==> src/common/mips_macros.svh <==
`ifndef MIPS_MACROS_SVH
`define MIPS_MACROS_SVH

// datapath word width in bits
`define WORD_W 32

// architectural register count
`define REG_COUNT 32

// unified memory depth in words
`define MEM_WORDS 1024

`endif

==> src/common/mipsPkg.sv <==
package mipsPkg;

`include "mips_macros.svh"

    typedef logic [`WORD_W-1:0] word_t;

    ////////////////////////////////////////////////////////////////////////////
    // three views of one instruction word
    ////////////////////////////////////////////////////////////////////////////
    typedef struct packed {
        logic [5:0] opcode;
        logic [4:0] rs;
        logic [4:0] rt;
        logic [4:0] rd;
        logic [4:0] shamt;
        logic [5:0] funct;
    } rFields;

    typedef struct packed {
        logic [5:0]  opcode;
        logic [4:0]  rs;
        logic [4:0]  rt;
        logic [15:0] imm;
    } iFields;

    typedef struct packed {
        logic [5:0]  opcode;
        logic [25:0] target;
    } jFields;

    typedef union packed {
        rFields rType;
        iFields iType;
        jFields jType;
    } instrWord;

    typedef enum logic [4:0] {
        opNop = 5'b00000, opAdd = 5'b00001, opSub = 5'b00010, opMul = 5'b00011,
        opSll = 5'b00100, opSrl = 5'b00101, opAnd = 5'b00110, opOr  = 5'b00111,
        opXor = 5'b01000, opGez = 5'b01001, opLtz = 5'b01010, opEq  = 5'b01100,
        opNor = 5'b01101, opSlt = 5'b01110, opNe  = 5'b01111, opGtz = 5'b10000,
        opLez = 5'b10001
    } aluOp;

    typedef enum logic [1:0] {
        sizeNone = 2'b00,
        sizeWord = 2'b01,
        sizeHalf = 2'b10,
        sizeByte = 2'b11
    } memSize;

    // sequencer states, one per cycle
    typedef enum logic [2:0] {sFetch, sDecode, sExec, sMem, sWrite} seqState;

endpackage

==> src/rtl/alu.sv <==
`timescale 1ns/10ps

module alu (
    input  mipsPkg::aluOp  op,
    input  mipsPkg::word_t a,
    input  mipsPkg::word_t b,
    input  logic [4:0]     shamt,
    output mipsPkg::word_t result,
    output logic           condition
);
    import mipsPkg::*;

    always_comb begin
        result    = '0;
        condition = 1'b0;
        case (op)
            opAdd: result = a + b;
            opSub: result = a - b;
            opMul: result = a * b;                      // low word kept
            opSll: result = b << shamt;
            opSrl: result = b >> shamt;
            opAnd: result = a & b;
            opOr:  result = a | b;
            opXor: result = a ^ b;
            opNor: result = ~(a | b);
            opSlt: result = word_t'($signed(a) < $signed(b));

            //////////////////////////////////////////////////////////////////////////
            // branch compares set only the flag
            //////////////////////////////////////////////////////////////////////////
            opEq:  condition = (a == b);
            opNe:  condition = (a != b);
            opGez: condition = ($signed(a) >= 0);
            opLtz: condition = ($signed(a) < 0);
            opGtz: condition = ($signed(a) > 0);
            opLez: condition = ($signed(a) <= 0);
            default: ;                                  // opNop
        endcase
    end

endmodule

==> config.mk <==
export PLATFORM = sky130hd
export DESIGN_NAME = alu
export DESIGN_NICKNAME = d
export VERILOG_FILES = /design/src/common/mipsPkg.sv /design/src/rtl/alu.sv
export VERILOG_INCLUDE_DIRS = /design/src /design/src/common
export SDC_FILE = /design/constraint.sdc
export NUM_CORES = 2
export LEC_CHECK = 0
export BUFFER_PORTS_ARGS = -buffer_cell sky130_fd_sc_hd__buf_4
export CORE_UTILIZATION = 55
export DETAILED_ROUTE_END_ITERATION = 12
export PLACE_DENSITY_LB_ADDON = 0.2
export RECOVER_POWER = 50
export SETUP_SLACK_MARGIN = 0.3
export SLEW_MARGIN = 25
export SYNTH_ARGS = -nofsm -noshare
export SYNTH_HDL_FRONTEND = slang
export SYNTH_SLANG_ARGS = --single-unit
==> constraint.sdc <==
create_clock -name vclk -period 16.2
set_clock_uncertainty 0.05 [all_clocks]
set_input_delay 4.05 -clock vclk [all_inputs]
set_output_delay 4.05 -clock vclk [all_outputs]
set_load 0.1 [all_outputs]
==> results_dict.tcl <==
set metrics [dict create \
    status "finished, violations left" \
    violations "capacitance limit, slew limit" \
    syn_area_per_cell_um2 7.84 \
    register_area_um2 0 \
    die_w_um 208 \
    drive_gt1_frac 0.0869 \
    wl_um 105000 \
    cap_violations 1 \
    worstMarginPinSlew_ps 3820 \
    antenna_left 0 \
    grt_pass1_wl_um 153000 \
    path_common_cell "fa_1" \
    overflow 0 \
    worst_ep_arrival_time_ps 11660 \
    yosysWarnings 0 \
    fillers 3863 \
    cp.required_ps 12100 \
    synth_cells 2981 \
    rsz0062_at_grt "false" \
    ios 107 \
    synthDistinctLibCells 97 \
    end_kind "output pin" \
    slew_violations 88 \
    design.seq.count 0 \
    timing.setup.tns_ps 0 \
    die_h_um 208 \
    fin_util 0.589 \
    grtUsageTotal 0.484 \
    synth_area_leaders "fa_1 (35%), ha_1 (12%), inv_1 (7.3%)" \
    synth_commonest_cells "inv_1 (453), nor2_1 (447), fa_1 (410)" \
    dr.first_iter.drc_count 3137 \
    dp.final_hpwl_um 83700 \
    grt_pass1_vias 23600 \
    start_util 0.557 \
    use_met2 0.730 \
    diodes 0 \
    num_vias 23400 \
    crit_family "adder cells" \
    min_period_ps 15760 \
    relSlewSlack -1.55 \
    path_buf_inv 9 \
    cp_slowest_stage_delay_ps 540 \
    synth_top_cell_area_share 0.351 \
    use_met3 0.145 \
    use_met1 0.604 \
    max_freq_mhz 63.5 \
    finalWeightedCongestion 1.10 \
    synth_top_area_cell "fa_1" \
    hold_path_class "in2out" \
    grt_max_degree 88 \
    synth_most_common_cell "inv_1" \
    ys_seq_area_frac 0 \
    rows 75 \
    syn-num-nets 3684 \
    path_class "in2out" \
    antenna_found_initial 2 \
    core_area_um2 41900 \
    io_buffers 107 \
    syn_to_final_growth_pct 5.76 \
    dr.pass1.iters 6 \
    worst_setup_path_start_kind "input pin" \
    busiest_layer "met2" \
    clkbuf_count 0 \
    drcViolationCount 0 \
    dieArea_um2 43300 \
    setup-violations-final 0 \
    wire_per_inst_um 29.7 \
    nNetsFinal 3696 \
    syn_area_um2 23400 \
    vias_per_cell 6.62 \
    cp_max_fo 13 \
    hold_violations 0 \
    post-route-period-util 0.973 \
    slowest_stage "fa_1" \
]
## metal layers
layer  routed length [um]  vias to the layer above
li1                     -                     9685
met1                37200                    11400
met2                44800                     1829
met3                14300                      488
met4                 8560                        2
met5                   13                        -
## worst paths after layout
kind	from	to	slack [ps]	cells past startpoint
worst max-delay path	a[15]	result[25]	440	28
worst min-delay path	op[3]	result[23]	8740	5
## cell type report
class | count | area (um2) | area share
multi-input combinational | 2320 | 20800 | 0.842
inverter | 476 | 1810 | 0.0733
timing repair buffer | 195 | 1420 | 0.0572
tap | 539 | 674 | 0.0273
## metrics by stage
step | area [um2] | hold WS, ps | instances | worst slack (ps)
floorplan | 23400 | 8860 | 2981 | 517
global placement | 24700 | 8490 | 3520 | 462
detailed placement | 24700 | 8490 | 3520 | 402
CTS | 24700 | 8490 | 3520 | 372
global route | 24700 | 8780 | 3530 | 297
finish | 24700 | 8740 | 3530 | 441
## repair_timing
| item | CTS | global route |
|---|---|---|
| resized for setup | 0 | 9 |
| hold buffers | 0 | 0 |
| setup endpoints to repair | 0 | 7 |
| setup buffers | 0 | 10 |
## placed cells by master, fill, tap and decap left out, types with 13 or more instances in the layout
master | Yosys | routed
xnor2_1 | 72 | 72
nor3_1 | 26 | 23
mux2i_1 | 124 | 124
o22ai_1 | 17 | 17
a221oi_1 | 30 | 30
xor2_1 | 17 | 17
clkbuf_1 | 110 | 15
nand4_1 | 15 | 15
o211ai_1 | 22 | 22
a21oi_1 | 127 | 127
a221o_1 | 25 | 25
nor2_1 | 447 | 445
o21bai_1 | 13 | 13
inv_1 | 453 | 447
a21o_1 | 24 | 24
o21ai_0 | 137 | 136
fa_1 | 410 | 410
o221ai_1 | 14 | 14
nor4_1 | 20 | 20
nand3_1 | 17 | 17
nand2_1 | 317 | 317
ha_1 | 219 | 219
clkinv_1 | 15 | 14
buf_4 | 4 | 178
nand2b_1 | 28 | 28
a22oi_1 | 13 | 13
## logic make-up (layout without fill, tap and decap cells)
kind of cell    after synthesis  after routing  share of synthesized area
simple gates                922            922                      0.165
buf+inv                     661            671                      0.111
fa+ha+maj                   629            629                      0.468
compound gates              538            538                      0.157
mux                         142            142                     0.0651
xor+xnor                     89             89                     0.0333
Power is left out: the tool's default activity adds up to more than one toggle a clock period on the data nets, which glitch-free logic cannot reach.
