<file path="src/common/mips_macros.svh">
`ifndef MIPS_MACROS_SVH
`define MIPS_MACROS_SVH

// datapath word width in bits
`define WORD_W 32

// architectural register count
`define REG_COUNT 32

// unified memory depth in words
`define MEM_WORDS 1024

`endif

</file>
<file path="src/common/mipsPkg.sv">
package mipsPkg;

`include "mips_macros.svh"

    typedef logic [`WORD_W-1:0] word_t;

    ////////////////////////////////////////////////////////////////////////////
    // three views of one instruction word
    ////////////////////////////////////////////////////////////////////////////
    typedef struct packed {
        logic [5:0] opcode;
        logic [4:0] rs;
        logic [4:0] rt;
        logic [4:0] rd;
        logic [4:0] shamt;
        logic [5:0] funct;
    } rFields;

    typedef struct packed {
        logic [5:0]  opcode;
        logic [4:0]  rs;
        logic [4:0]  rt;
        logic [15:0] imm;
    } iFields;

    typedef struct packed {
        logic [5:0]  opcode;
        logic [25:0] target;
    } jFields;

    typedef union packed {
        rFields rType;
        iFields iType;
        jFields jType;
    } instrWord;

    typedef enum logic [4:0] {
        opNop = 5'b00000, opAdd = 5'b00001, opSub = 5'b00010, opMul = 5'b00011,
        opSll = 5'b00100, opSrl = 5'b00101, opAnd = 5'b00110, opOr  = 5'b00111,
        opXor = 5'b01000, opGez = 5'b01001, opLtz = 5'b01010, opEq  = 5'b01100,
        opNor = 5'b01101, opSlt = 5'b01110, opNe  = 5'b01111, opGtz = 5'b10000,
        opLez = 5'b10001
    } aluOp;

    typedef enum logic [1:0] {
        sizeNone = 2'b00,
        sizeWord = 2'b01,
        sizeHalf = 2'b10,
        sizeByte = 2'b11
    } memSize;

    // sequencer states, one per cycle
    typedef enum logic [2:0] {sFetch, sDecode, sExec, sMem, sWrite} seqState;

endpackage

</file>
<file path="src/rtl/cycleSequencer.sv">
`timescale 1ns/10ps

module cycleSequencer (
    input  logic       clk,
    input  logic       rstN,
    input  logic       run,
    input  logic       isMem,
    input  logic       isBranchOrJump,
    output logic       irLoad,
    output logic       regWrite,
    output logic       memEnable,
    output logic       pcUpdate,
    output logic       retire,
    output logic [2:0] state
);
    import mipsPkg::*;

    seqState cur;
    seqState nxt;

    always_ff @(posedge clk) begin
        if (!rstN) begin
            cur <= sFetch;
        end else begin
            cur <= nxt;
        end
    end

    // a store raises both class flags and ends after sMem with no writeback
    always_comb begin
        nxt = cur;
        case (cur)
            sFetch:  if (run) nxt = sDecode;
            sDecode: nxt = sExec;
            sExec:   nxt = isMem ? sMem : (isBranchOrJump ? sFetch : sWrite);
            sMem:    nxt = isBranchOrJump ? sFetch : sWrite;
            default: nxt = sFetch;
        endcase
    end

    assign irLoad    = (cur == sFetch) && run;
    assign pcUpdate  = (cur == sExec) && isBranchOrJump && !isMem;   // redirect window
    assign memEnable = (cur == sMem);
    assign regWrite  = (cur == sWrite) || pcUpdate;                 // jal links in sExec
    assign retire    = pcUpdate || (memEnable && isBranchOrJump) || (cur == sWrite);
    assign state     = cur;

endmodule

</file>
<file path="config.mk">
export PLATFORM = sky130hd
export DESIGN_NAME = cycleSequencer
export DESIGN_NICKNAME = d
export VERILOG_FILES = /design/src/common/mipsPkg.sv /design/src/rtl/cycleSequencer.sv
export VERILOG_INCLUDE_DIRS = /design/src /design/src/common
export SDC_FILE = /design/constraint.sdc
export NUM_CORES = 1
export LEC_CHECK = 0
export BUFFER_PORTS_ARGS = -buffer_cell sky130_fd_sc_hd__buf_2
export CELL_PAD_IN_SITES_DETAIL_PLACEMENT = 0
export CELL_PAD_IN_SITES_GLOBAL_PLACEMENT = 1
export CORE_AREA = 2 2 39 41
export CTS_CLUSTER_DIAMETER = 80
export DETAILED_ROUTE_END_ITERATION = 12
export DIE_AREA = 0 0 41 43
export PLACE_DENSITY_LB_ADDON = 0.1
export SYNTH_ARGS = -nofsm -noshare
export SYNTH_HDL_FRONTEND = slang
export SYNTH_SLANG_ARGS = --single-unit
</file>
<file path="constraint.sdc">
create_clock -name clk -period 1 [get_ports clk]
set_input_delay 0.1 -clock clk [delete_from_list [all_inputs] [get_ports clk]]
set_output_delay 0.1 -clock clk [all_outputs]
set_load 0.05 [all_outputs]
</file>
==> summary.txt <==
Run status
  – Outcome: complete, but fails checks
  – Violated checks: setup timing

Critical path
  – Startpoint type of the worst setup path: flop
  – Setup Crit Path Kind: reg -> out
  – Internal reg-to-reg setup slack: 0.05 ns
  – Crit-path max FO: 7
  – Setup crit end kind: output pin
  – CP required: 0.90 ns
  – CP Data Arrival Time: 1.17 ns

Layout
  – Ant diodes: 0
  – Synth-to-layout area growth: 120.8%
  – Share of layout cells above drive strength 1: 72.09%
  – FILL cells: 153
  – Footprint of the multi-input gates: 186.4 sq um
  – Post-Layout Cell Count: 59
  – Max FFs per register: 3
  – Total Nets Final: 49
  – Seq. cell area: 71.32 sq um

Synth
  – Syn Std Cell Area: 216.5 sq um
  – Syn Area/Cell: 9.411 sq um
  – Synth top area share: 27.75%
  – Distinct cells, synth: 16
  – Post-synthesis adder-cell area fraction: 0%
  – Most numerous cell in the Yosys netlist: nand2b_1
  – Top post-synthesis cells by area: dfxtp_1 (28%), nand2b_1 (12%), buf_6 (10%), nor4b_2 (6.9%), nand4bb_1 (5.2%)
  – Post-synthesis xor/xnor area fraction: 0%
  – Number of flops mapped to enable cells by yosys: 0
  – Sequential area share after synthesis: 27.75%
  – Post-synthesis mux area share: 4.624%
  – Top_reg_cell synth: dfxtp_1
  – Largest family of logic cells by synthesized area: simple AND/OR/NAND/NOR gates
  – Synth Area in Compound Gates: 9.249%
  – Cell count after synthesis: 23
  – Synth cell count leaders: nand2b_1 (4), dfxtp_1 (3), a21oi_1 (2), buf_6 (2)
  – Syn. warnings: 0
  – Post-synthesis simple-gate area fraction: 46.24%
  – Ys async rst share: 0%
  – Area leader, netlist: dfxtp_1
  – Synthesized Nets: 28
  – Synthesis-stage register bit count: 3

Floorplanning
  – Initial Util: 15.64%
  – Total core area: 1384 sq um
  – Ports: 13
  – Die area: 1763 sq um
  – Die width: 41 um
  – Core Rows: 14
  – DIE HEIGHT: 43 um

Timing
  – Unrepaired setup endpoints after global routing: yes
  – Worst slew pin tran: 0.2008 ns
  – Slew Limit Headroom: 86.56%
  – Hold Fails Final Rpt: 0
  – Final worst setup slack: -0.2658 ns
  – Tcrit/Tclk final: 126.6%
  – Clock Skews: 0.0007830 ns
  – Tmin final: 1.266 ns
  – Setup TNS: -1.042 ns
  – Final setup fails: 5
  – Fmax: 0.7900 GHz
  – Max Transition Viols Final: 0

Route
  – Via count: 256
  – WL per Instance: 10.47 um
  – Via-to-Cell Ratio: 4.339
  – Detailed Route Iter0 Violations: 1
  – Detailed Routing Iterations Pass 1: 4
  – Drt total wl: 618 um
  – Residual DRC: 0
  – Antenna-violating nets left: 0

Clock tree
  – Max clock buf depth: 2
  – CTS Sinks: 3
  – Worst skew pair latency: 0.23 ns
  – Number of buffers created by CTS: 3
  – Clock slew at reported path FFs: 0.04 ns
  – CTS tree: yes
  – Setup bufs post-CTS: 0
  – Clock root buffer: clkbuf_4
  – CTS H-tree lvls: 1

Global route
  – Largest net degree at the start of global routing: 10
  – GRT overflow: 0
  – Initial antenna violation count: 0
  – Vias in the first global route: 267
  – Gr usage total: 9.419%
  – First-pass GRT wire length: 1097 um

Placed design
  – I/O Buffers: 12
  – Final GP Congestion: 0.5921
  – Dpl hpwl: 480.3 um
  – Placed insts: 55
  – DP Worst Slack: -0.1097 ns

Pwr
  – P_leak: 0.1979 nW
  – PwrDens: 1114 nW/um^2
  – Maximum vdd ir drop: 0.4362 mV

Job
  – Max cap viols: 0

Min path
  – Class of the tightest hold or removal check: in -> reg
per-layer routing:
metal	global-route usage [%]	vias up	routed length, um
met4	8.000	0	0
met2	12.81	14	302
li1	-	124	-
met3	2.094	0	59
met5	0	-	0
met1	11.82	118	256
power by group:
part           internal, W  leakage [nW]  switching, W
logic            0.0000829         0.156     0.0000887
clock network     0.000150        0.0150     0.0000699
registers         0.000123        0.0267     0.0000176
final cells by class:
class | instances | share of cell area (%)
tap | 16 | 4.188
sequential | 3 | 14.92
multi-input combinational | 17 | 39.01
timing repair buffer | 18 | 35.60
inverter | 1 | 0.7853
clock buffer | 4 | 5.497
path summary, 6_finish.rpt:
path                                 end     start  cells after the start
worst max register to register  state[0]  state[1]                      3
worst min-delay path            state[1]      rstN                      3
worst min register to register  state[0]  state[0]                      1
worst max-delay path            regWrite  state[2]                      3
worst max-delay path, stage by stage (launching register included):
cell and delay [ns]:
dfxtp_4 0.36, nand4bb_4 0.23, a21oi_4 0.17, buf_6 0.17
repair_timing:
item | CTS | global route
gates resized for setup | 19 | 3
pin swaps | 1 | 1
hold buffers | 0 | 0
setup endpoints to repair | 8 | 5
logic make-up after synthesis:
| kind of cell | after synthesis |
|---|---|
| AO/OA/AOI/OAI | 3 |
| flip-flops | 3 |
| multiplexers | 1 |
| AND/OR/NAND/NOR | 13 |
| buffers and inverters | 3 |
layout by cell type, fill, tap and decap left out:
master / count
buf_4: 6
nand2b_1: 4
buf_2: 4
buf_8: 4
buf_6: 4
clkbuf_4: 3
dfxtp_4: 3
inv_1: 1
and3_4: 1
nand4bb_4: 1
nor2_4: 1
a21oi_4: 1
nor3b_1: 1
a41o_2: 1
nor4b_4: 1
mux2i_1: 1
nor4b_2: 1
nor2b_1: 1
and4_1: 1
nand3b_1: 1
a21oi_1: 1
clkbuf_1: 1
through the flow:
stage | hold slack, ns | instance area [sq um] | total power, W | util, %
after floorplan | 0.2205 | 277.8 | 0.0002480 | -
after global placement | 0.3612 | 380.4 | 0.0002881 | 27.49
after detailed placement | 0.3578 | 380.4 | 0.0002895 | 27.49
after CTS | 0.1011 | 466.7 | 0.0005446 | 33.73
after global routing | 0.1248 | 478.0 | 0.0005655 | 34.54
final | 0.1098 | 478.0 | 0.0005326 | 34.54
Note: power is estimated with default switching activity, not from simulation.
