`src/common/mips_macros.svh`:
```
`ifndef MIPS_MACROS_SVH
`define MIPS_MACROS_SVH

// datapath word width in bits
`define WORD_W 32

// architectural register count
`define REG_COUNT 32

// unified memory depth in words
`define MEM_WORDS 1024

`endif

```
`src/common/mipsPkg.sv`:
```
package mipsPkg;

`include "mips_macros.svh"

    typedef logic [`WORD_W-1:0] word_t;

    ////////////////////////////////////////////////////////////////////////////
    // three views of one instruction word
    ////////////////////////////////////////////////////////////////////////////
    typedef struct packed {
        logic [5:0] opcode;
        logic [4:0] rs;
        logic [4:0] rt;
        logic [4:0] rd;
        logic [4:0] shamt;
        logic [5:0] funct;
    } rFields;

    typedef struct packed {
        logic [5:0]  opcode;
        logic [4:0]  rs;
        logic [4:0]  rt;
        logic [15:0] imm;
    } iFields;

    typedef struct packed {
        logic [5:0]  opcode;
        logic [25:0] target;
    } jFields;

    typedef union packed {
        rFields rType;
        iFields iType;
        jFields jType;
    } instrWord;

    typedef enum logic [4:0] {
        opNop = 5'b00000, opAdd = 5'b00001, opSub = 5'b00010, opMul = 5'b00011,
        opSll = 5'b00100, opSrl = 5'b00101, opAnd = 5'b00110, opOr  = 5'b00111,
        opXor = 5'b01000, opGez = 5'b01001, opLtz = 5'b01010, opEq  = 5'b01100,
        opNor = 5'b01101, opSlt = 5'b01110, opNe  = 5'b01111, opGtz = 5'b10000,
        opLez = 5'b10001
    } aluOp;

    typedef enum logic [1:0] {
        sizeNone = 2'b00,
        sizeWord = 2'b01,
        sizeHalf = 2'b10,
        sizeByte = 2'b11
    } memSize;

    // sequencer states, one per cycle
    typedef enum logic [2:0] {sFetch, sDecode, sExec, sMem, sWrite} seqState;

endpackage

```
`src/rtl/programCounter.sv`:
```
`timescale 1ns/10ps

module programCounter (
    input  logic           clk,
    input  logic           rstN,
    input  logic           advance,
    input  logic           branchTaken,
    input  logic           jump,
    input  logic           jumpReg,
    input  mipsPkg::word_t branchOffset,
    input  mipsPkg::word_t target,
    input  mipsPkg::word_t regTarget,
    output mipsPkg::word_t pc
);
    import mipsPkg::*;

    word_t seqPc;

    assign seqPc = pc + 32'd4;

    always_ff @(posedge clk) begin
        if (!rstN) begin
            pc <= '0;
        end else if (jumpReg) begin
            pc <= regTarget;                // jr
        end else if (jump) begin
            pc <= target;                   // j, jal
        end else if (branchTaken) begin
            pc <= seqPc + branchOffset;
        end else if (advance) begin
            pc <= seqPc;
        end
    end

endmodule

```
`config.mk`:
```
export PLATFORM = sky130hd
export DESIGN_NAME = programCounter
export DESIGN_NICKNAME = d
export VERILOG_FILES = /design/src/common/mipsPkg.sv /design/src/rtl/programCounter.sv
export VERILOG_INCLUDE_DIRS = /design/src /design/src/common
export SDC_FILE = /design/constraint.sdc
export NUM_CORES = 1
export LEC_CHECK = 0
export ABC_AREA = 1
export BUFFER_PORTS_ARGS = -buffer_cell sky130_fd_sc_hd__buf_4
export CORE_ASPECT_RATIO = 0.6
export CORE_UTILIZATION = 55
export CTS_BUF_LIST = sky130_fd_sc_hd__clkbuf_2 sky130_fd_sc_hd__clkbuf_4 sky130_fd_sc_hd__clkbuf_8
export DETAILED_ROUTE_END_ITERATION = 10
export HOLD_SLACK_MARGIN = 0.03
export PLACE_DENSITY = 0.9
export SKIP_LAST_GASP = 1
export SLEW_MARGIN = 30
export SYNTH_ARGS = -nofsm -noshare
export SYNTH_HDL_FRONTEND = slang
export SYNTH_SLANG_ARGS = --single-unit
```
`constraint.sdc`:
```
create_clock -name clk -period 3.65 [get_ports clk]
set_input_delay 0.365 -clock clk [delete_from_list [all_inputs] [get_ports clk]]
set_output_delay 0.365 -clock clk [all_outputs]
set_load 0.005 [all_outputs]
```
==> impl_metrics.json <==
{
  "top_register": "pc",
  "yosys_warnings": 0,
  "cp-start-kind": "flip-flop",
  "fp-row-count": 27,
  "use_met2_pct": 56.6,
  "ys_async_sr_fraction_pct": 0,
  "synth_top_area_share_pct": 21.6,
  "max_stage_delay_ns": 0.40,
  "vias": 6608,
  "max_freq_mhz": 303,
  "worstMarginPinSlew_ns": 0.879,
  "cts.path.max_buffers": 2,
  "ant_nets": 0,
  "die_area_um2": 10100,
  "nNetsFinal": 1203,
  "power_mw": 1.57,
  "place_congestion": 0.970,
  "syn-mean-instance-area_um2": 5.61,
  "yosysSeqAreaShare_pct": 12.1,
  "numCtsBuffers": 5,
  "setup_viol": 0,
  "rr_worst_depth": 20,
  "p_per_area_nw_per_um2": 245,
  "clkSlewWorstSetupHoldPaths_ns": 0.07,
  "postCtsResizedCells": 0,
  "gr-total-overflow": 0,
  "whs_path_depth": 3,
  "viasPerCell": 5.55,
  "ys.flop_type": "dfxtp_1",
  "drtIter0Drc": 612,
  "cts_tree": "done",
  "ys_top_cells_by_area": "nand2_1 22%, dfxtp_1 12%, ha_1 9.4%, a21oi_1 8.9%, inv_1 8.3%",
  "postRouteWirelength_um": 18600,
  "cp_common_cell": "nand2_1",
  "leakagePower_nw": 3.41,
  "placed_cell_area_um2": 6300,
  "final_core_util_pct": 69.0,
  "rrSetupSlack_ns": 0.35,
  "crit_slowest_cell": "dfxtp_1",
  "critical_path_class": "flip-flop to flip-flop",
  "cp_cell_sequence": "ha_1 > nand2_1 > inv_1 > nand3_2 > nor3_2 > nand2_1 > xor2_1 > inv_1 > ha_1 > nand2_1 > nor2_1 > nand2_1 > nor2_1 > nand2_1 > nand2_1 > nor2_1 > o21ai_0 > nand2_1 > nand2_1 > a21oi_1",
  "largest_reg_flops": 32,
  "n_fill_cell": 915,
  "synth_most_common_cell": "nand2_1",
  "drv_slew": 0,
  "post_cts_buffers": 0,
  "grt_usage_pct": 37.2,
  "crit_family": "simple AND/OR/NAND/NOR gates",
  "die_h_um": 78.1,
  "antenna_cells": 0,
  "fp.dieW_um": 129,
  "portBuffers": 133,
  "reg.largest.list": "pc (32)",
  "postLayoutCellArea_um2": 6390,
  "drt_pass1_iterations": 5,
  "cts_max_level": 2,
  "start_util_pct": 57.3,
  "hpwlAfterDp_um": 15400,
  "cp_max_fo": 5,
  "synthCells": 945,
  "clock_sinks": 32,
  "synth_area_leader_cell": "nand2_1",
  "drc": 0,
  "grt_use_met1_pct": 53.6,
  "fin_crit_ns": 3.30,
  "arrival_ns": 3.46,
  "use_met3_pct": 6.82,
  "grt.busiest_layer": "met2",
  "synthesis.nets": 1088,
  "ys_ff_latch": 32,
  "syn2layout_area_growth_pct": 20.5,
  "grt_setup_unrepaired": "no",
  "drive_gt1_share_pct": 17.8,
  "cp.depth": 20,
  "antenna_found_initial": 0,
  "maxCapViolCount": 0,
  "grt_pass1_wl_um": 29000,
  "vdd_drop_max_uv": 178,
  "period_share_pct": 90.3,
  "hold_buffers": 0,
  "run_status": "completed",
  "cp-end-kind": "flip-flop",
  "wire_per_inst_um": 15.6,
  "grt_pass1_vias": 5720,
  "ys_types": 44,
  "insertion_delay_ns": 0.30,
  "tns_ns": 0,
  "cp_data_required_time_ns": 3.82,
  "syn-cell-area_um2": 5300,
  "yosys-top-cells-count": "305 x nand2_1, 117 x inv_1, 94 x a21oi_1, 93 x nor2_1, 57 x nand3_1",
  "clockRootBuffer": "clkbuf_8",
  "slew_headroom_pct": 41.3,
  "grt_max_degree": 45,
  "hold_viol_final": 0,
  "worst-path-buf-inv": 2,
  "coreArea_um2": 9260,
  "skew_ns": 0.00416,
  "synth_edf_count": 0,
  "ioPinCount": 134,
  "worstHoldPathType": "input pin to flip-flop"
}
-- worst paths after layout --
check | startpoint | endpoint
max | pc[3] | pc[27]
max reg2reg | pc[3] | pc[27]
min | regTarget[18] | pc[18]
min reg2reg | pc[0] | pc[0]
-- worst register-to-register path, cell delays in order, from the launching register on --
cell	delay [ns]
dfxtp_1	0.40
ha_1	0.20
nand2_1	0.08
inv_1	0.11
nand3_2	0.12
nor3_2	0.26
nand2_1	0.15
xor2_1	0.20
inv_1	0.07
ha_1	0.37
nand2_1	0.11
nor2_1	0.21
nand2_1	0.13
nor2_1	0.10
nand2_1	0.09
nand2_1	0.10
nor2_1	0.04
o21ai_0	0.21
nand2_1	0.09
nand2_1	0.06
a21oi_1	0.05
-- power by group --
| part | internal, mW | switching [mW] |
|---|---|---|
| registers | 0.381 | 0.0498 |
| clock network | 0.137 | 0.147 |
| logic | 0.349 | 0.503 |
| total | 0.866 | 0.699 |
-- stage by stage --
stage	std cells	hold slack [ns]	worst slack, ns
after floorplan	945	0.493	0.951
after global placement	1183	0.511	0.408
after detailed placement	1183	0.509	0.411
after CTS	1190	0.322	0.384
after global routing	1190	0.359	0.0478
final	1190	0.319	0.352
-- cell type report --
type	instances	area, um^2	area share [%]
clock buffers	6	76.3	1.19
clock inverters	1	5.00	0.0783
inverters	122	458	7.17
multi-input cells	761	4010	62.8
flip-flops and latches	32	642	10.0
well taps	130	163	2.55
repair buffers	138	1040	16.2
-- layer usage --
metal / part of all wire, % / routed length, um / vias up
met5: 0 / 0 / -
met4: 2.3 / 430 / 0
met3: 12 / 2170 / 43
met2: 40 / 7480 / 419
met1: 46 / 8500 / 2869
li1: - / - / 3277
-- cells by family after synthesis --
logic type	Yosys count	share of synthesized area (%)
compound gates	170	17.8
xor+xnor	37	6.11
fa+ha+maj	41	9.82
buf+inv	152	12.3
flops	32	12.1
simple gates	513	41.9
-- cells in the final DEF (no fill, tap or decap), types with 2 or more instances in the layout --
cell type  count
nand3_1       57
inv_2          4
o211ai_1      15
inv_1        116
nand2_2        4
ha_1          40
a31oi_1        2
nor2_2         5
o21bai_1       6
a21o_1         4
clkinv_1       2
nor3_4         2
o21ai_0       35
a21oi_2        4
nand4_1       11
nor3_2         3
nor2_4         2
xor2_1        21
buf_4        138
or2_2         11
nor3_1        11
nor2_1        92
a21oi_1       94
o21ai_1        7
xnor2_1       16
clkbuf_8       5
nand3_2        4
dfxtp_1       31
nand2_1      305
No activity file was read; power rests on OpenSTA's default activity.
