--- config.mk ---
export PLATFORM = sky130hd
export DESIGN_NAME = controller
export DESIGN_NICKNAME = d
export VERILOG_FILES = /design/src/common/mipsPkg.sv /design/src/rtl/controller.sv
export VERILOG_INCLUDE_DIRS = /design/src /design/src/common
export SDC_FILE = /design/constraint.sdc
export NUM_CORES = 1
export LEC_CHECK = 0
export BUFFER_PORTS_ARGS = -buffer_cell sky130_fd_sc_hd__buf_2
export CAP_MARGIN = 10
export CELL_PAD_IN_SITES_DETAIL_PLACEMENT = 0
export CELL_PAD_IN_SITES_GLOBAL_PLACEMENT = 1
export CORE_MARGIN = 1
export CORE_UTILIZATION = 25
export DETAILED_ROUTE_END_ITERATION = 6
export PLACE_DENSITY_LB_ADDON = 0.1
export SLEW_MARGIN = 5
export SYNTH_ARGS = -nofsm -noshare
export SYNTH_HDL_FRONTEND = slang
export SYNTH_SLANG_ARGS = --single-unit
--- constraint.sdc ---
create_clock -name vclk -period 4.1
set_input_delay 0.205 -clock vclk [all_inputs]
set_output_delay 0.205 -clock vclk [all_outputs]
set_load 0.05 [all_outputs]
--- src/common/mips_macros.svh ---
`ifndef MIPS_MACROS_SVH
`define MIPS_MACROS_SVH

// datapath word width in bits
`define WORD_W 32

// architectural register count
`define REG_COUNT 32

// unified memory depth in words
`define MEM_WORDS 1024

`endif

--- src/common/mipsPkg.sv ---
package mipsPkg;

`include "mips_macros.svh"

    typedef logic [`WORD_W-1:0] word_t;

    ////////////////////////////////////////////////////////////////////////////
    // three views of one instruction word
    ////////////////////////////////////////////////////////////////////////////
    typedef struct packed {
        logic [5:0] opcode;
        logic [4:0] rs;
        logic [4:0] rt;
        logic [4:0] rd;
        logic [4:0] shamt;
        logic [5:0] funct;
    } rFields;

    typedef struct packed {
        logic [5:0]  opcode;
        logic [4:0]  rs;
        logic [4:0]  rt;
        logic [15:0] imm;
    } iFields;

    typedef struct packed {
        logic [5:0]  opcode;
        logic [25:0] target;
    } jFields;

    typedef union packed {
        rFields rType;
        iFields iType;
        jFields jType;
    } instrWord;

    typedef enum logic [4:0] {
        opNop = 5'b00000, opAdd = 5'b00001, opSub = 5'b00010, opMul = 5'b00011,
        opSll = 5'b00100, opSrl = 5'b00101, opAnd = 5'b00110, opOr  = 5'b00111,
        opXor = 5'b01000, opGez = 5'b01001, opLtz = 5'b01010, opEq  = 5'b01100,
        opNor = 5'b01101, opSlt = 5'b01110, opNe  = 5'b01111, opGtz = 5'b10000,
        opLez = 5'b10001
    } aluOp;

    typedef enum logic [1:0] {
        sizeNone = 2'b00,
        sizeWord = 2'b01,
        sizeHalf = 2'b10,
        sizeByte = 2'b11
    } memSize;

    // sequencer states, one per cycle
    typedef enum logic [2:0] {sFetch, sDecode, sExec, sMem, sWrite} seqState;

endpackage

--- src/rtl/controller.sv ---
`timescale 1ns/10ps

module controller (
    input  mipsPkg::instrWord instr,
    output logic              regWrite,
    output logic              aluSrc,
    output logic              regDst,
    output logic              memToReg,
    output logic              branch,
    output logic              jump,
    output logic              jr,
    output logic              jal,
    output mipsPkg::aluOp     aluControl,
    output mipsPkg::memSize   memWrite,
    output mipsPkg::memSize   memRead,
    output logic              signedImm
);
    import mipsPkg::*;

    logic [5:0] opcode;
    logic [5:0] funct;
    logic [4:0] rt;

    assign opcode = instr.rType.opcode;
    assign funct  = instr.rType.funct;
    assign rt     = instr.iType.rt;     // regimm subcode

    // low opcode bits give the access size for loads and stores
    function automatic memSize accessSize(logic [1:0] code);
        case (code)
            2'b00:   return sizeByte;
            2'b01:   return sizeHalf;
            default: return sizeWord;
        endcase
    endfunction

    always_comb begin
        regWrite   = 1'b0;
        aluSrc     = 1'b0;
        regDst     = 1'b0;
        memToReg   = 1'b0;
        branch     = 1'b0;
        jump       = 1'b0;
        jr         = 1'b0;
        jal        = 1'b0;
        aluControl = opNop;
        memWrite   = sizeNone;
        memRead    = sizeNone;
        signedImm  = 1'b0;
        case (opcode)
            6'b000000: begin                            // R-type
                regDst   = 1'b1;
                regWrite = 1'b1;
                case (funct)
                    6'b000000: begin
                        aluControl = opSll;
                        regWrite   = (instr != '0); // all-zero word is a nop
                    end
                    6'b000010: aluControl = opSrl;
                    6'b100000: aluControl = opAdd;
                    6'b100010: aluControl = opSub;
                    6'b011000: aluControl = opMul;      // low word only
                    6'b100100: aluControl = opAnd;
                    6'b100101: aluControl = opOr;
                    6'b100110: aluControl = opXor;
                    6'b100111: aluControl = opNor;
                    6'b101010: aluControl = opSlt;
                    6'b001000: begin                    // jr
                        regWrite = 1'b0;
                        jr       = 1'b1;
                    end
                    default:   regWrite = 1'b0;
                endcase
            end
            6'b100000, 6'b100001, 6'b100011: begin      // lb, lh, lw
                regWrite   = 1'b1;
                aluSrc     = 1'b1;
                signedImm  = 1'b1;
                memToReg   = 1'b1;
                aluControl = opAdd;                     // address add
                memRead    = accessSize(opcode[1:0]);
            end
            6'b101000, 6'b101001, 6'b101011: begin      // sb, sh, sw
                aluSrc     = 1'b1;
                signedImm  = 1'b1;
                aluControl = opAdd;
                memWrite   = accessSize(opcode[1:0]);
            end
            6'b001000, 6'b001010: begin                 // addi, slti
                regWrite   = 1'b1;
                aluSrc     = 1'b1;
                signedImm  = 1'b1;
                aluControl = opcode[1] ? opSlt : opAdd;
            end
            6'b001100, 6'b001101, 6'b001110: begin      // andi, ori, xori
                regWrite   = 1'b1;
                aluSrc     = 1'b1;
                aluControl = (opcode[1:0] == 2'b00) ? opAnd :
                             (opcode[1:0] == 2'b01) ? opOr : opXor;
            end
            6'b000100: begin branch = 1'b1; aluControl = opEq;  end
            6'b000101: begin branch = 1'b1; aluControl = opNe;  end
            6'b000110: begin branch = 1'b1; aluControl = opLez; end
            6'b000111: begin branch = 1'b1; aluControl = opGtz; end
            6'b000001: begin                            // bgez, bltz by rt
                branch     = (rt == 5'b00001) || (rt == 5'b00000);
                aluControl = rt[0] ? opGez : opLtz;
            end
            6'b000010: jump = 1'b1;                     // j
            6'b000011: begin                            // jal links r31
                jump     = 1'b1;
                jal      = 1'b1;
                regWrite = 1'b1;
            end
            default: ;                                  // unknown is a nop
        endcase
    end

endmodule

==> run summary, run 1 <==
Layout overhead on the synthesized area -> 36.4%
Crit path time final -> 2.38 ns
Vias -> 964
Die span in y -> 52.8 um
Initial antenna violation count -> 0
Setup bufs post-CTS -> 0
Setup WS post-layout -> 1.72 ns
Diodes inserted -> 0
CP bufs+invs -> 2
Fin. max-slew vios -> 0
Number of global-route vias before repair -> 738
Most frequent cells in the layout -> 50 x buf_2, 9 x nor4_1, 6 x nand2b_1
Seq/Total Area, Yosys -> 0%
ANT nets after route -> 0
Die area -> 2790 um2
IO Count -> 50
Max FO, Critical Path -> 20
Die width -> 52.8 um
Synth Cell Area -> 646 um2
Worst Hold Path EP -> aluSrc
Startpoint types -> input port
Worst path most repeated cell -> buf_2
Worst slew pin tran -> 0.516 ns
Num sequential -> 0
Design area -> 881 um2
DP Wirelength -> 1720 um
Clock buf count -> 0
Hold Path Depth -> 3
Sequential cell area -> 0 um2
Post-Place Setup Slack -> 1.73 ns
DRC Markers -> 0
Design Power -> 88.3 uW
Gr usage total -> 15.3%
Largest area contributor in the netlist -> nor4_1
Fmax -> 421 MHz
# port buffers -> 50
Outcome -> complete, no violations
Synth unique cells -> 43
Largest net degree at the start of global routing -> 23
VDD IR max -> 0.0374 mV
Mapped Cells -> 102
PwrDens -> 100 nW/um2
Slowest library cell on the worst path -> or4_1
Post-CTS sizing -> 0
Max incr delay on CP -> 0.56 ns
Crit Path Class -> input port to output pin
Yosys top cell area share -> 8.72%
Syn Nets -> 134
Nets -> 174
Grt ovf -> 0
Leak pwr -> 0.000395 uW
First-pass DRT Iterations -> 4
Share of cells above drive strength 1 -> 39.3%
Worst hold-check path type -> input port to output pin
Hold path startpoint -> instr[30]
Avg Cell Area, Syn -> 6.33 um2
Hold Buf Count CTS -> 0
CP endpoint kind -> output pin
Global-route wire length before repair -> 3340 um
Worst EP arrival -> 2.17 ns
Max-Cap Viols -> 0
Worst Path Required -> 3.89 ns
Routed wire length -> 2270 um
RSZ-0062 raised after global routing -> false
Hold Violations, Final -> 0
Initial core utilization -> 26.3%
Core area -> 2450 um2
Setup TNS -> 0 ns
FP Rows -> 18
Final period util -> 58.0%
Worst path top cell family by delay -> simple AND/OR/NAND/NOR gates
Placer Congestion -> 0.845
Post-placement cell area -> 881 um2
Wire per inst -> 13.3 um
Final setup violation count -> 0
Commonest non-fill, non-tap cell in the layout -> buf_2
Cell Chain, Critical Path -> buf_2 > or4_1 > or4_4 > a2111o_1 > o211ai_1 > buf_2
Via/cell ratio -> 5.67
# fillers -> 289
Hold_ws -> 0.816 ns
Largest cells by area after synthesis -> nor4_1 8.7%, nor4b_1 6.8%, nor4bb_1 6.2%
YS warnings -> 0
DRT iter0 DRCs -> 20
Max-slew headroom -> 65.3%
## synth_stat cells, types with 2 or more instances
library cell	number
buf_1	2
a31oi_1	4
clkbuf_1	9
nor2_1	4
nor4bb_1	4
nor4b_1	5
o21ai_0	4
inv_1	5
nor4_1	9
o22ai_1	2
a21oi_1	4
nand2b_1	6
nand2_1	4
a211oi_1	3
o21bai_1	2
nor3_1	5
nand3_1	4
## worst max path at each step
| stage | endpoint | cells past startpoint | startpoint |
|---|---|---|---|
| final | regWrite | 6 | instr[29] |
| after global routing | regWrite | 6 | instr[29] |
| after detailed placement | regWrite | 6 | instr[29] |
| after floorplan | aluControl[1] | 4 | instr[29] |
| after global placement | regWrite | 6 | instr[29] |
| after CTS | regWrite | 6 | instr[29] |
## stage by stage
stage / util (%) / std cells
after floorplan: - / 102
after global placement: 35.9 / 170
after detailed placement: 35.9 / 170
after CTS: 35.9 / 170
after global routing: 35.9 / 170
final: 35.9 / 170
## report_power, final
group          internal (uW)  switching [uW]  leakage [uW]
logic                   31.4            56.9      0.000395
registers                  0               0             0
clock network              0               0             0
total                   31.4            56.9      0.000395
## cells by family after synthesis
group | after synthesis | share of synthesized area [%]
xor+xnor | 1 | 1.36
mux | 1 | 1.74
compound gates | 31 | 33.9
simple gates | 52 | 51.9
buf+inv | 17 | 11.0
## layer usage
layer	vias up	GRT usage, %	share of wire, %
li1	485	-	-
met1	439	23.1	49
met2	40	24.7	42
met3	0	0.870	8.3
met4	0	0	0
met5	-	0	0
## tightest hold or removal path, stage by stage
cell     delay (ns)
buf_2          0.14
a31oi_1        0.05
buf_2          0.21
## final cells by class
cell class | count | area [um2] | share of cell area (%)
Timing Repair Buffer | 50 | 250 | 28.4
Tap cell | 30 | 37.5 | 4.26
Inverter | 5 | 18.8 | 2.13
Multi-Input combinational cell | 85 | 574 | 65.2
Power figures use the tool's default switching activity.
==> run 2: changes to the inputs <==
--- a/config.mk
+++ b/config.mk
@@ -11,7 +11,7 @@
 export CELL_PAD_IN_SITES_DETAIL_PLACEMENT = 0
 export CELL_PAD_IN_SITES_GLOBAL_PLACEMENT = 1
 export CORE_MARGIN = 1
-export CORE_UTILIZATION = 25
+export CORE_UTILIZATION = 24
 export DETAILED_ROUTE_END_ITERATION = 6
 export PLACE_DENSITY_LB_ADDON = 0.1
 export SLEW_MARGIN = 5
==> constraint.sdc (replaced) <==
create_clock -name vclk -period 2
set_input_delay 0.1 -clock vclk [all_inputs]
set_output_delay 0.1 -clock vclk [all_outputs]
set_load 0.05 [all_outputs]
==> run 2 against run 1 <==
Effect of this change:
- via count rose by 0.62%
- wire length fell by 2.1%
- global-route usage rose by 0.82 points
- critical path type unchanged
- largest power group unchanged
- highest routed layer unchanged
==> run summary, run 2 (synthesized netlist as in run 1, its figures left out) <==
Outcome -> complete, no violations
Num sequential -> 0
Leak pwr -> 0.000428 uW
RSZ-0062 raised after global routing -> false
Largest net degree at the start of global routing -> 22
Slowest library cell on the worst path -> or4_4
Clock buf count -> 0
Die area -> 2900 um2
Worst path top cell family by delay -> simple AND/OR/NAND/NOR gates
First-pass DRT Iterations -> 4
DRC Markers -> 0
Worst EP arrival -> 1.82 ns
Nets -> 180
Most frequent cells in the layout -> 49 x buf_2, 8 x nor4_1, 7 x buf_4
Placer Congestion -> 0.778
Vias -> 970
Final core occ -> 38.2%
Global-route wire length before repair -> 3570 um
Initial core utilization -> 25.8%
Clk pwr share -> 0%
Commonest non-fill, non-tap cell in the layout -> buf_2
Gr usage total -> 16.1%
Cell Chain, Critical Path -> buf_2 > or4_4 > or4_4 > buf_4 > o22ai_1 > buf_2
Crit Path Class -> input port to output pin
Grt ovf -> 0
# fillers -> 267
# port buffers -> 50
Sw frac -> 62.6%
ANT nets after route -> 0
Routed wire length -> 2220 um
Pint -> 72.2 uW
Final setup violation count -> 0
Layout overhead on the synthesized area -> 47.9%
Hold path startpoint -> instr[30]
Cells after DPL -> 176
Fmax -> 522 MHz
Setup crit start -> instr[29]
Post-Place Setup Slack -> -0.0307 ns
DRT iter0 DRCs -> 23
Worst slew pin tran -> 0.468 ns
Hold Buf Count CTS -> 0
Seq pwr share -> 0%
Core area -> 2500 um2
Die span in y -> 53.9 um
Max-Cap Viols -> 0
DP Wirelength -> 1760 um
Via/cell ratio -> 5.51
Hold Violations, Final -> 0
Crit path time final -> 1.92 ns
Diodes inserted -> 0
Max incr delay on CP -> 0.54 ns
Max-slew headroom -> 68.5%
Cell Count, Final, Fillers Out -> 176
Setup WS post-layout -> 0.0826 ns
Worst Path Required -> 1.90 ns
Die width -> 53.9 um
Setup TNS -> 0 ns
Psw -> 121 uW
Max FO, Critical Path -> 3
IO Count -> 50
Combinational fraction of design power -> 100.0%
Number of global-route vias before repair -> 786
VDD IR max -> 0.102 mV
Fin. max-slew vios -> 0
PwrDens -> 202 nW/um2
Wire per inst -> 12.6 um
Worst hold-check path type -> input port to output pin
CP bufs+invs -> 3
Initial antenna violation count -> 0
FP Rows -> 18
Share of cells above drive strength 1 -> 45.2%
CP endpoint kind -> output pin
Sequential cell area -> 0 um2
Final period util -> 95.9%
Startpoint types -> input port
[run 2: cell type report]
class	count	area (um2)	share of cell area [%]
Tap cell	30	37.5	3.93
Timing Repair Buffer	56	298	31.2
Multi-Input combinational cell	85	601	62.9
Inverter	5	18.8	1.97
[run 2: path summary, 6_finish.rpt]
kind                   endpoint  cells past startpoint
hold / removal           aluSrc                      4
setup / recovery  aluControl[2]                      6
[run 2: what timing repair did]
action / in CTS / in global routing
pin swaps: 0 / 1
gates cloned: 0 / 0
gates resized for setup: 1 / 1
setup buffers: 0 / 0
setup endpoints to repair: 1 / 1
[run 2: tightest hold or removal path: stages]
cell	delay (ns)
buf_2	0.09
buf_4	0.14
a31oi_1	0.05
buf_2	0.20
[run 2: metal layers]
layer | part of all wire, % | track usage (%) | wire, um | up-vias
li1 | - | - | - | 501
met3 | 9.4 | 1.13 | 209 | 0
met1 | 52 | 26.6 | 1160 | 420
met2 | 38 | 23.0 | 853 | 49
met5 | 0 | 0 | 0 | -
met4 | 0 | 0 | 0 | 0
[run 2: power by group through the flow]
stage,Clock (uW),Combinational (uW),Sequential [uW]
after floorplan,0,126,0
after global placement,0,189,0
after detailed placement,0,190,0
after CTS,0,192,0
after global routing,0,211,0
final,0,193,0
[run 2: stage by stage]
step	area, um2	hold slack [ns]	total power [uW]
after floorplan	668	0.374	126
after global placement	948	0.660	189
after detailed placement	948	0.669	190
after CTS	951	0.672	192
after global routing	955	0.702	211
final	955	0.675	193
==> run 3: changes to the inputs <==
--- a/config.mk
+++ b/config.mk
@@ -11,7 +11,7 @@
 export CELL_PAD_IN_SITES_DETAIL_PLACEMENT = 0
 export CELL_PAD_IN_SITES_GLOBAL_PLACEMENT = 1
 export CORE_MARGIN = 1
-export CORE_UTILIZATION = 24
+export CORE_UTILIZATION = 25
 export DETAILED_ROUTE_END_ITERATION = 6
 export PLACE_DENSITY_LB_ADDON = 0.1
 export SLEW_MARGIN = 5
==> constraint.sdc (replaced) <==
create_clock -name vclk -period 2.2
set_input_delay 0.11 -clock vclk [all_inputs]
set_output_delay 0.11 -clock vclk [all_outputs]
set_load 0.05 [all_outputs]
==> run 3 against run 2 <==
Effect of this change:
- die area fell by 3.8%
- sequential cell count unchanged
- via count is 3.6% higher
- final area decreased by 0.66%
- setup slack improved by 0.041 ns
- critical path depth stayed put
- wire length is 9.2% higher
- sequential share of layout area did not move
- total power down 8.9%
- hold slack gained 0.018 ns
==> run summary, run 3 (synthesized netlist as in run 1, its figures left out) <==
Gr usage total -> 18.3%
Pint -> 64.6 uW
Clock buf count -> 0
Psw -> 111 uW
Hold Buf Count CTS -> 0
Final setup violation count -> 0
Placer Congestion -> 0.804
FP Rows -> 18
Final period util -> 94.4%
Cell Count, Final, Fillers Out -> 176
Num sequential -> 0
DP Wirelength -> 1890 um
Max FO, Critical Path -> 2
Seq pwr share -> 0%
Core area -> 2450 um2
DRC Markers -> 0
Die span in y -> 52.8 um
Worst path most repeated cell -> buf_2
Nets -> 180
Setup bufs post-CTS -> 0
Leak pwr -> 0.000427 uW
PwrDens -> 185 nW/um2
Worst hold-check path type -> input port to output pin
Slowest library cell on the worst path -> or4_1
Design area -> 948 um2
Cells after DPL -> 176
Hold Violations, Final -> 0
Fin. max-slew vios -> 0
Sequential cell area -> 0 um2
Diodes inserted -> 0
Die area -> 2790 um2
Max-slew headroom -> 72.2%
Worst slew pin tran -> 0.413 ns
Crit path time final -> 2.08 ns
Post-placement cell area -> 948 um2
IO Count -> 50
Outcome -> complete, no violations
Startpoint types -> input port
Area occupied by multi-input gates -> 597 um2
Commonest non-fill, non-tap cell in the layout -> buf_2
Worst EP arrival -> 1.97 ns
Initial antenna violation count -> 0
Crit Path Class -> input port to output pin
Fmax -> 482 MHz
Largest net degree at the start of global routing -> 22
Wire per inst -> 13.8 um
ANT nets after route -> 0
VDD IR max -> 0.0741 mV
Share of cells above drive strength 1 -> 44.5%
Most frequent cells in the layout -> 50 x buf_2, 8 x nor4_1, 6 x nand2b_1, 6 x buf_4
Post-CTS sizing -> 0
Routed wire length -> 2420 um
Worst Path Required -> 2.09 ns
Grt ovf -> 0
CP endpoint kind -> output pin
Initial core utilization -> 26.3%
Die width -> 52.8 um
Via/cell ratio -> 5.71
# fillers -> 288
DRT iter0 DRCs -> 22
Number of global-route vias before repair -> 904
Global-route wire length before repair -> 4000 um
RSZ-0062 raised after global routing -> false
First-pass DRT Iterations -> 4
Combinational fraction of design power -> 100.0%
Vias -> 1005
# port buffers -> 50
Max-Cap Viols -> 0
Max incr delay on CP -> 0.57 ns
Cell Chain, Critical Path -> buf_2 > or4_1 > or4_4 > a2111o_1 > o211ai_1 > buf_2
Clk pwr share -> 0%
Sw frac -> 63.2%
Layout overhead on the synthesized area -> 46.9%
[run 3: changes by cell type in the layout (fill, tap and decap cells not counted)]
cell   previous run  this run
or4_4             2         1
buf_4             7         6
or4_1             0         1
buf_2            49        50
[run 3: final timing paths]
check / startpoint / endpoint / slack, ns / depth (start not counted)
worst min-delay path: instr[30] / aluSrc / 0.69 / 4
worst max-delay path: instr[29] / regWrite / 0.12 / 6
[run 3: area by class of cell]
class | instances | area share (%)
Tap cell | 30 | 3.96
Multi-Input combinational cell | 85 | 62.9
Inverter | 5 | 1.98
Timing Repair Buffer | 56 | 31.1
[run 3: metrics by stage]
step           utilization (%)  TNS, ns  power (uW)  hold slack (ns)  setup slack, ns
2_1_floorplan                -   -0.654         115            0.394           -0.223
3_3_place_gp              38.6        0         172            0.699            0.134
3_5_place_dp              38.6        0         175            0.693            0.120
4_1_cts                   38.6        0         176            0.694            0.115
5_1_grt                   38.6        0         193            0.714           0.0450
6_report                  38.6        0         176            0.692            0.124
[run 3: power groups by stage]
stage | sequential (uW) | clock [uW] | combinational [uW]
finish | 0 | 0 | 176
global route | 0 | 0 | 193
CTS | 0 | 0 | 176
detailed placement | 0 | 0 | 175
global placement | 0 | 0 | 172
floorplan | 0 | 0 | 115
[run 3: routing by layer]
metal / wire (um) / global-route usage, % / vias to the layer above / part of all wire, %
li1: - / - / 496 / -
met1: 1190 / 27.1 / 462 / 49
met2: 1060 / 30.2 / 47 / 44
met3: 172 / 0.870 / 0 / 7.1
met4: 0 / 0.439 / 0 / 0
met5: 0 / 0 / - / 0
[run 3: critical path, delay by kind of cell]
family	cells	cell delay (ns)
compound gates	2	0.44
simple gates	2	1.03
buf+inv	2	0.39
